File: src/logic/poly_types_pkg.sv
//////////////////////////////
// widths are fixed by the 16-bit token format; degree tops out at 15
//////////////////////////////

package poly_types_pkg;

    // token and arithmetic word, products wrap to 16 bits
    typedef logic [15:0] word_t;

    typedef logic [2:0]  slot_t;      // polynomial slot number
    typedef logic [3:0]  coef_idx_t;  // coefficient index within a slot
    typedef logic [4:0]  count_t;     // arg2 of a command

endpackage

File: src/logic/poly_cmd_pkg.sv
//////////////////////////////
// command and status word formats; unknown opcodes pass through as raw bytes
//////////////////////////////

package poly_cmd_pkg;

    typedef enum logic [7:0] {
        STP = 8'd0,   // store polynomial
        EVP = 8'd1,   // evaluate at one x
        EVB = 8'd2,   // evaluate on a block of x
        RST = 8'd3    // empty all slots
    } opcode_t;

    typedef enum logic [7:0] {
        st_ok         = 8'd0,
        st_bad_opcode = 8'd1,
        st_bad_arg    = 8'd2,
        st_empty_slot = 8'd3
    } status_t;

    // command word fields
    localparam int op_hi   = 15;
    localparam int op_lo   = 8;
    localparam int slot_hi = 7;   // arg1
    localparam int slot_lo = 5;
    localparam int cnt_hi  = 4;   // arg2, degree or block length
    localparam int cnt_lo  = 0;

    // status word fields
    localparam int stat_op_hi   = 15;  // opcode echo
    localparam int stat_op_lo   = 8;
    localparam int stat_code_hi = 7;
    localparam int stat_code_lo = 0;

endpackage

File: src/logic/poly_ifs.sv
//////////////////////////////
// token_if holds req until valid; one token in flight per reader
//////////////////////////////

`timescale 1ns/100ps

// token handshake between a FIFO reader and the controller
interface token_if import poly_types_pkg::*; ();

    logic  req;    // controller wants a token
    logic  ack;    // fifo read issued this cycle
    word_t tok;
    logic  valid;  // tok holds a fresh token

    modport reader (input req, output ack, output tok, output valid);
    modport ctrl   (output req, input ack, input tok, input valid);

endinterface

// coefficient store access
interface coeff_if import poly_types_pkg::*; ();

    slot_t     slot;
    coef_idx_t idx;
    logic      wr;
    word_t     wdata;
    logic      set_degree;   // also marks the slot valid
    coef_idx_t degree_in;
    logic      clear_all;
    word_t     rdata;        // one cycle behind slot and idx
    coef_idx_t degree;
    logic      slot_valid;

    modport ctrl  (output slot, idx, wr, wdata, set_degree, degree_in, clear_all,
                   input rdata, degree, slot_valid);
    modport store (input slot, idx, wr, wdata, set_degree, degree_in, clear_all,
                   output rdata, degree, slot_valid);

endinterface

File: src/logic/token_reader.sv
//////////////////////////////
// fifo must present the token one cycle after fifo_rd; latency is 2 cycles
//////////////////////////////

`timescale 1ns/100ps

module token_reader import poly_types_pkg::*; (
    input  logic   clk,
    input  logic   rst,
    input  word_t  fifo_tok,
    input  word_t  fifo_pop,   // population count
    output logic   fifo_rd,
    token_if.reader port
);

    logic  pending;  // request seen while fifo empty
    logic  busy;     // read issued, token not yet handed over
    logic  capture;  // token on fifo_tok this cycle
    logic  valid_r;
    word_t tok_r;

    assign fifo_rd    = (port.req || pending) && !busy && (fifo_pop != '0);
    assign port.ack   = fifo_rd;
    assign port.tok   = tok_r;
    assign port.valid = valid_r;

    always_ff @(posedge clk or negedge rst)
    begin
        if (!rst)
        begin
            pending <= 1'b0;
            busy    <= 1'b0;
            capture <= 1'b0;
            valid_r <= 1'b0;
        end
        else
        begin
            capture <= fifo_rd;
            valid_r <= capture;
            if (fifo_rd)
                busy <= 1'b1;
            else if (valid_r)
                busy <= 1'b0;           // free again after the hand-over
            if (fifo_rd)
                pending <= 1'b0;
            else if (port.req && !busy)
                pending <= 1'b1;        // served once population rises
        end
    end

    always_ff @(posedge clk)
    begin
        if (capture)
            tok_r <= fifo_tok;
    end

endmodule

File: src/logic/coeff_store.sv
//////////////////////////////
// clear_all drops valid flags only; stale coefficients stay in memory
//////////////////////////////

`timescale 1ns/100ps

module coeff_store import poly_types_pkg::*; #(
    parameter int slot_count = 8,    // at most 8
    parameter int max_degree = 15    // at most 15
) (
    input  logic   clk,
    input  logic   rst,
    coeff_if.store mem
);

    word_t                 coef_mem [slot_count][max_degree + 1];
    coef_idx_t             degree_r [slot_count];
    logic [slot_count-1:0] valid_r;
    logic                  slot_ok;
    logic                  idx_ok;

    assign slot_ok = int'(mem.slot) < slot_count;
    assign idx_ok  = int'(mem.idx) <= max_degree;

    // coefficient words, degree per slot, registered read port
    always_ff @(posedge clk)
    begin
        if (mem.wr && slot_ok && idx_ok)
            coef_mem[mem.slot][mem.idx] <= mem.wdata;
        if (mem.set_degree && slot_ok)
            degree_r[mem.slot] <= mem.degree_in;
        if (slot_ok && idx_ok)
            mem.rdata <= coef_mem[mem.slot][mem.idx];   // one cycle behind idx
    end

    always_ff @(posedge clk or negedge rst)
    begin
        if (!rst)
            valid_r <= '0;
        else if (mem.clear_all)
            valid_r <= '0;
        else if (mem.set_degree && slot_ok)
            valid_r[mem.slot] <= 1'b1;
    end

    //////////////////////////////
    // lookup by slot, no clock
    assign mem.slot_valid = slot_ok && valid_r[mem.slot];
    assign mem.degree     = slot_ok ? degree_r[mem.slot] : '0;

endmodule

File: src/logic/horner_unit.sv
//////////////////////////////
// unsigned only; every product and sum keeps its low 16 bits
//////////////////////////////

`timescale 1ns/100ps

module horner_unit import poly_types_pkg::*; (
    input  logic  clk,
    input  logic  rst,
    input  logic  load,   // clear acc before a new x
    input  logic  step,   // apply one coefficient
    input  word_t coef,
    input  word_t x,
    output word_t acc
);

    word_t prod;
    word_t next_acc;

    // acc = acc * x + coef, wrapping
    assign prod     = acc * x;
    assign next_acc = prod + coef;

    always_ff @(posedge clk or negedge rst)
    begin
        if (!rst)
        begin
            acc <= '0;
        end
        else if (load)
        begin
            acc <= '0;
        end
        else if (step)
        begin
            acc <= next_acc;
        end
    end

endmodule

File: src/logic/poly_controller.sv
//////////////////////////////
// one command per firing; a rejected command reads no data tokens
//////////////////////////////

`timescale 1ns/100ps

module poly_controller
    import poly_types_pkg::*;
    import poly_cmd_pkg::*;
#(
    parameter int slot_count = 8,
    parameter int max_degree = 15
) (
    input  logic  clk,
    input  logic  rst,
    token_if.ctrl cmd,
    token_if.ctrl dat,
    coeff_if.ctrl mem,
    output logic  h_load,
    output logic  h_step,
    output word_t h_x,
    input  word_t h_acc,
    output word_t result_out,
    output logic  result_wr,
    input  logic  result_full,
    output word_t status_out,
    output logic  status_wr,
    input  logic  status_full
);

    typedef enum logic [3:0] {
        s_idle, s_cmd_wait, s_check, s_stp_req, s_stp_wait, s_x_req,
        s_x_wait, s_prime, s_eval, s_result, s_rst, s_status
    } state_t;

    state_t     state;
    logic [7:0] op_r;       // raw opcode, may be unknown
    slot_t      slot_r;
    count_t     cnt_r;
    count_t     left_r;     // x tokens still to evaluate
    coef_idx_t  idx_r;      // address presented to the store
    coef_idx_t  eval_idx;   // index of the word now on rdata
    word_t      x_r;
    status_t    status_r;
    status_t    chk;
    logic       slot_bad;
    logic       coef_wr;

    assign slot_bad = int'(slot_r) >= slot_count;

    //////////////////////////////
    // argument check
    always_comb
    begin
        chk = st_ok;
        case (op_r)
            STP:
                if (slot_bad || int'(cnt_r) > max_degree)
                    chk = st_bad_arg;
            EVP:
                if (slot_bad)
                    chk = st_bad_arg;
                else if (!mem.slot_valid)
                    chk = st_empty_slot;
            EVB:
                if (slot_bad || cnt_r == '0)
                    chk = st_bad_arg;
                else if (!mem.slot_valid)
                    chk = st_empty_slot;
            RST:
                chk = st_ok;
            default:
                chk = st_bad_opcode;
        endcase
    end

    //////////////////////////////
    // firing sequence
    always_ff @(posedge clk or negedge rst)
    begin
        if (!rst)
        begin
            state    <= s_idle;
            op_r     <= '0;
            slot_r   <= '0;
            cnt_r    <= '0;
            left_r   <= '0;
            idx_r    <= '0;
            eval_idx <= '0;
            x_r      <= '0;
            status_r <= st_ok;
        end
        else
        begin
            case (state)
                s_idle:
                    if (cmd.ack)
                        state <= s_cmd_wait;
                s_cmd_wait:
                    if (cmd.valid)
                    begin
                        op_r   <= cmd.tok[op_hi:op_lo];
                        slot_r <= cmd.tok[slot_hi:slot_lo];
                        cnt_r  <= cmd.tok[cnt_hi:cnt_lo];
                        state  <= s_check;
                    end
                s_check:
                begin
                    status_r <= chk;
                    idx_r    <= '0;
                    left_r   <= cnt_r;
                    if (chk != st_ok)
                        state <= s_status;
                    else if (op_r == STP)
                        state <= s_stp_req;
                    else if (op_r == RST)
                        state <= s_rst;
                    else
                        state <= s_x_req;
                end
                s_stp_req:
                    if (dat.ack)
                        state <= s_stp_wait;
                s_stp_wait:
                    if (dat.valid)
                    begin
                        idx_r <= idx_r + 1'b1;
                        if (idx_r == cnt_r[3:0])
                            state <= s_status;   // last coefficient stored
                        else
                            state <= s_stp_req;
                    end
                s_x_req:
                    if (dat.ack)
                        state <= s_x_wait;
                s_x_wait:
                    if (dat.valid)
                    begin
                        x_r   <= dat.tok;
                        idx_r <= '0;
                        state <= s_prime;
                    end
                s_prime:
                begin
                    eval_idx <= idx_r;
                    idx_r    <= idx_r + 1'b1;
                    state    <= s_eval;
                end
                s_eval:
                begin
                    eval_idx <= idx_r;
                    idx_r    <= idx_r + 1'b1;
                    if (eval_idx == mem.degree)
                        state <= s_result;
                end
                s_result:
                    if (!result_full)
                    begin
                        if (op_r == EVB && left_r != 5'd1)
                        begin
                            left_r <= left_r - 1'b1;
                            state  <= s_x_req;   // next x of the block
                        end
                        else
                            state <= s_status;
                    end
                s_rst:
                    state <= s_status;
                s_status:
                    if (!status_full)
                        state <= s_idle;
                default:
                    state <= s_idle;
            endcase
        end
    end

    //////////////////////////////
    // outputs
    assign cmd.req = (state == s_idle) || (state == s_cmd_wait);
    assign dat.req = state inside {s_stp_req, s_stp_wait, s_x_req, s_x_wait};

    assign coef_wr        = (state == s_stp_wait) && dat.valid;
    assign mem.slot       = slot_r;
    assign mem.idx        = idx_r;
    assign mem.wr         = coef_wr;
    assign mem.wdata      = dat.tok;
    assign mem.set_degree = coef_wr && (idx_r == cnt_r[3:0]);
    assign mem.degree_in  = cnt_r[3:0];
    assign mem.clear_all  = (state == s_rst);

    assign h_load = (state == s_prime);
    assign h_step = (state == s_eval);   // rdata holds coefficient eval_idx
    assign h_x    = x_r;

    assign result_out = h_acc;
    assign result_wr  = (state == s_result) && !result_full;

    always_comb
    begin
        status_out = '0;
        status_out[stat_op_hi:stat_op_lo]     = op_r;
        status_out[stat_code_hi:stat_code_lo] = status_r;
    end
    assign status_wr = (state == s_status) && !status_full;

endmodule

File: src/logic/poly_actor.sv
//////////////////////////////
// fifos sit outside; input fifos present a token the cycle after a read
//////////////////////////////

`timescale 1ns/100ps

module poly_actor import poly_types_pkg::*; #(
    parameter int slot_count = 8,    // at most 8
    parameter int max_degree = 15    // at most 15
) (
    input  logic  clk,
    input  logic  rst,
    input  word_t command_in,
    input  word_t command_pop,
    output logic  command_rd,
    input  word_t data_in,
    input  word_t data_pop,
    output logic  data_rd,
    output word_t result_out,
    output logic  result_wr,
    input  logic  result_full,
    output word_t status_out,
    output logic  status_wr,
    input  logic  status_full
);

    token_if cmd_tok ();
    token_if dat_tok ();
    coeff_if mem_bus ();

    logic  h_load;
    logic  h_step;
    word_t h_x;
    word_t h_acc;

    token_reader cmd_reader (
        .clk      (clk),
        .rst      (rst),
        .fifo_tok (command_in),
        .fifo_pop (command_pop),
        .fifo_rd  (command_rd),
        .port     (cmd_tok)
    );

    token_reader dat_reader (
        .clk      (clk),
        .rst      (rst),
        .fifo_tok (data_in),
        .fifo_pop (data_pop),
        .fifo_rd  (data_rd),
        .port     (dat_tok)
    );

    coeff_store #(
        .slot_count (slot_count),
        .max_degree (max_degree)
    ) store (
        .clk (clk),
        .rst (rst),
        .mem (mem_bus)
    );

    horner_unit horner (
        .clk  (clk),
        .rst  (rst),
        .load (h_load),
        .step (h_step),
        .coef (mem_bus.rdata),   // straight from the store read port
        .x    (h_x),
        .acc  (h_acc)
    );

    poly_controller #(
        .slot_count (slot_count),
        .max_degree (max_degree)
    ) ctrl (
        .clk         (clk),
        .rst         (rst),
        .cmd         (cmd_tok),
        .dat         (dat_tok),
        .mem         (mem_bus),
        .h_load      (h_load),
        .h_step      (h_step),
        .h_x         (h_x),
        .h_acc       (h_acc),
        .result_out  (result_out),
        .result_wr   (result_wr),
        .result_full (result_full),
        .status_out  (status_out),
        .status_wr   (status_wr),
        .status_full (status_full)
    );

endmodule

File: config.mk
export PLATFORM = sky130hd
export DESIGN_NAME = poly_actor
export DESIGN_NICKNAME = d
export VERILOG_FILES = /design/src/logic/poly_types_pkg.sv /design/src/logic/poly_cmd_pkg.sv /design/src/logic/poly_ifs.sv /design/src/logic/token_reader.sv /design/src/logic/coeff_store.sv /design/src/logic/horner_unit.sv /design/src/logic/poly_controller.sv /design/src/logic/poly_actor.sv
export SDC_FILE = /design/constraint.sdc
export NUM_CORES = 2
export LEC_CHECK = 0
export BUFFER_PORTS_ARGS = -buffer_cell sky130_fd_sc_hd__buf_4
export CORE_ASPECT_RATIO = 0.6
export CORE_MARGIN = 2
export CORE_UTILIZATION = 35
export CTS_CLUSTER_SIZE = 16
export DETAILED_ROUTE_END_ITERATION = 10
export PLACE_DENSITY_LB_ADDON = 0.15
export SYNTH_ARGS = -nofsm -noshare
export SYNTH_HDL_FRONTEND = slang
export SYNTH_SLANG_ARGS = --single-unit
File: constraint.sdc
create_clock -name clk -period 6.2 [get_ports clk]
set_input_delay 0.93 -clock clk [delete_from_list [all_inputs] [get_ports clk]]
set_output_delay 0.93 -clock clk [all_outputs]
set_load 0.01 [all_outputs]
==> impl_metrics.ini <==
[sta]
worst_slack_ns = 0.395
slew_headroom_pct = 6.81
finalCritPeriodShare_pct = 93.6
setup_viol = 0
fin_crit_ns = 5.80
tns_ns = 0
hold_viol_final = 0
finalMaxSlewViolations = 0
tightest_slew_ns = 1.40
rsz0062_at_grt = no
finalClockSkew_ns = 0.0375
max_freq_ghz = 0.172

[worst_hold_path]
whs_path_depth = 1
hold_end = cmd_reader.port.tok[4]
hp-class = input port to flip-flop
min_from = command_in[4]

[clock_network]
cts.root.buffer_cell = clkbuf_16
numCtsBuffers = 210
h-tree-depth = 4
clkTransAtPathRegs_ns = 0.07
post_cts_buffers = 0
cts_resized = 0
clk_latency_ns = 0.88
cts.path.max_buffers = 4
hold_buffers = 1
cts_tree = built
cts_sinks = 2211

[synthesis]
yosysTopAreaCell = edfxtp_1
synth_common_cells = edfxtp_1 (2,112), nand2_1 (344), nor2_1 (319)
synth_top_area_share_pct = 69.9
ys_seq_area_share_pct = 72.5
syn_area_mm2 = 0.0907
avgSynthCellArea_um2 = 16.4
synth-edff-count = 2112
yosys.cell_count.top_type = edfxtp_1
ys_seq_elements = 2211
ys_warn_count = 0
async_reset_ff_share_pct = 3.75
synth.distinct_cells = 75
yosys-top-cells-area = edfxtp_1 (70%), mux4_2 (3.4%), mux2i_1 (2.9%)
ys.flop_type = edfxtp_1
syn_inst = 5544

[critical_path]
worstReg2RegStart = ctrl.h_x[5]
reg2reg_slack_ns = 0.40
critPathRequiredTime_ns = 6.96
start_kind = flip-flop
cp.arrival_ns = 6.56
cp_max_fo = 12
crit_path_end_kind = flip-flop
critPathKind = flip-flop to flip-flop
rr_worst_depth = 19
worstReg2RegEnd = horner.acc[15]

[grt]
antenna_found_initial = 25
grt_max_degree = 130
grt_pass1_vias = 50400
grt_pass1_wl_um = 429000
track_usage_pct = 23.3
gr-total-overflow = 0

[routing]
dr_total_vias = 53400
drc_errors = 0
drt_iter0_drc = 7852
ant_nets = 0
routedWlPerCell_um = 33.1
detail_route.first_pass.iterations = 5
viasPerCell = 5.66
routed_wl_um = 312000

[final_layout]
area_delta_synth_final_pct = 14.1
n_fill_cell = 23500
layout.area.seq_mm2 = 0.0658
finalNetCount = 6045
final_util_pct = 40.2
drive_above_1_share_pct = 18.8
multiInputGateArea_mm2 = 0.0225
final_area_mm2 = 0.103

[floorplan]
dieArea_mm2 = 0.263
start_util_pct = 35.3
core_area_mm2 = 0.257
die_h_um = 398
pin_count = 104
die_w_um = 661
row_count = 144

[power_and_ir_drop]
powerDensity_mw_per_mm2 = 313
ir_worst_vdd_mv = 0.246
power_frac_comb_pct = 9.1
pwr-share-clk_pct = 40.1
seqPwrFrac_pct = 50.7
switching_share_pct = 25.2
power_mw = 32.4
internal_power_mw = 24.3
p_leak_nw = 33.0
power.switching_mw = 8.17

[place]
dp_hpwl_um = 191000
place_congestion = 0.862
place_area_mm2 = 0.0968
portBuffers = 97
place_ws_ns = 0.437

[status]
status = finished clean

[flow_run]
cap_violations = 0
-- how the worst max path moves through the flow --
stage / end / start / slack (ns)
after detailed placement: horner.acc[15] / ctrl.h_x[5] / 0.44
final: horner.acc[15] / ctrl.h_x[5] / 0.40
after floorplan: horner.acc[15] / horner.acc[7] / 0.89
after CTS: horner.acc[15] / ctrl.h_x[5] / 0.43
after global placement: horner.acc[15] / ctrl.h_x[5] / 0.38
after global routing: horner.acc[15] / ctrl.h_x[5] / 0.14
-- state kept, by name, indices dropped and copies added, names as in the netlist, 4 cells and up --
register / count
dat_reader.port.tok: 16
ctrl.mem.idx: 4
ctrl.state: 4
ctrl.cnt_r: 5
ctrl.left_r: 5
store.degree_r: 32
ctrl.eval_idx: 4
store.valid_r: 8
ctrl.op_r: 8
cmd_reader.port.tok: 16
store.coef_mem: 2048
store.mem.rdata: 16
horner.acc: 16
ctrl.h_x: 16
-- final cells by class --
class                   instances  area share [%]
repair buffers                426            3.43
flip-flops and latches       2211            63.6
clock inverters               125            1.06
inverters                     175           0.641
well taps                    3431            4.15
multi-input cells            2801            21.7
diodes                          6          0.0145
clock buffers                 254            5.39
-- through the flow --
step / hold WS, ns / instances
6_report: 0.230 / 9429
5_1_grt: 0.192 / 9423
4_1_cts: 0.180 / 9423
3_5_place_dp: 0.465 / 9043
3_3_place_gp: 0.462 / 9043
2_1_floorplan: 0.441 / 5549
-- cell usage in the layout (no fill, tap or decap), types with 20 or more instances in the layout --
master	instances
clkbuf_1	33
nor2_1	273
a222oi_1	33
bufinv_16	20
nand3_1	45
mux2i_1	261
mux4_2	136
clkinv_1	55
clkbuf_16	214
mux2_2	176
nand2_1	343
nor2_2	42
a22o_1	40
fa_1	94
o211ai_1	56
dfrtp_1	77
edfxtp_1	2112
ha_1	58
o21ai_0	281
a22oi_1	140
buf_4	397
clkinv_2	40
xnor2_1	36
a221oi_1	105
a211oi_1	46
buf_12	28
o221ai_1	46
and2_1	61
inv_1	172
a21oi_1	289
-- critical path, stage by stage (launching register included) --
cell,delay [ns]
dfrtp_1,0.56
and2_1,0.27
fa_1,0.50
inv_1,0.05
fa_1,0.47
fa_1,0.50
fa_1,0.59
inv_1,0.06
fa_1,0.49
inv_1,0.05
fa_1,0.48
inv_1,0.04
ha_1,0.34
a21o_1,0.21
a21oi_1,0.13
o21ai_0,0.18
a21o_1,0.28
a21oi_1,0.24
xnor2_1,0.14
o21ai_0,0.10
-- power by group through the flow --
stage                     logic (mW)  registers, mW  clock network, mW
after floorplan                 1.28           16.6                  0
after global placement          2.86           16.8                  0
after detailed placement        2.85           16.8                  0
after CTS                       2.87           16.4               13.2
after global routing            3.11           16.5               13.8
final                           2.97           16.5               13.0
-- kinds of logic after synthesis --
group | count (synthesis) | share of synthesized area [%]
DFF | 2211 | 72.5
other | 1 | 0.00413
buffers and inverters | 537 | 2.98
AOI/OAI and AO/OA | 1167 | 8.60
xor gates and xnor gates | 51 | 0.492
adders and majority gates | 152 | 2.87
muxes | 587 | 8.62
and+or+nand+nor | 838 | 3.90
-- layer usage --
metal	global-route usage [%]	part of all wire (%)
met5	0	0.015
met4	3.85	1.6
met3	7.24	11
met2	30.7	39
met1	37.4	48
Power figures use the tool's default switching activity.
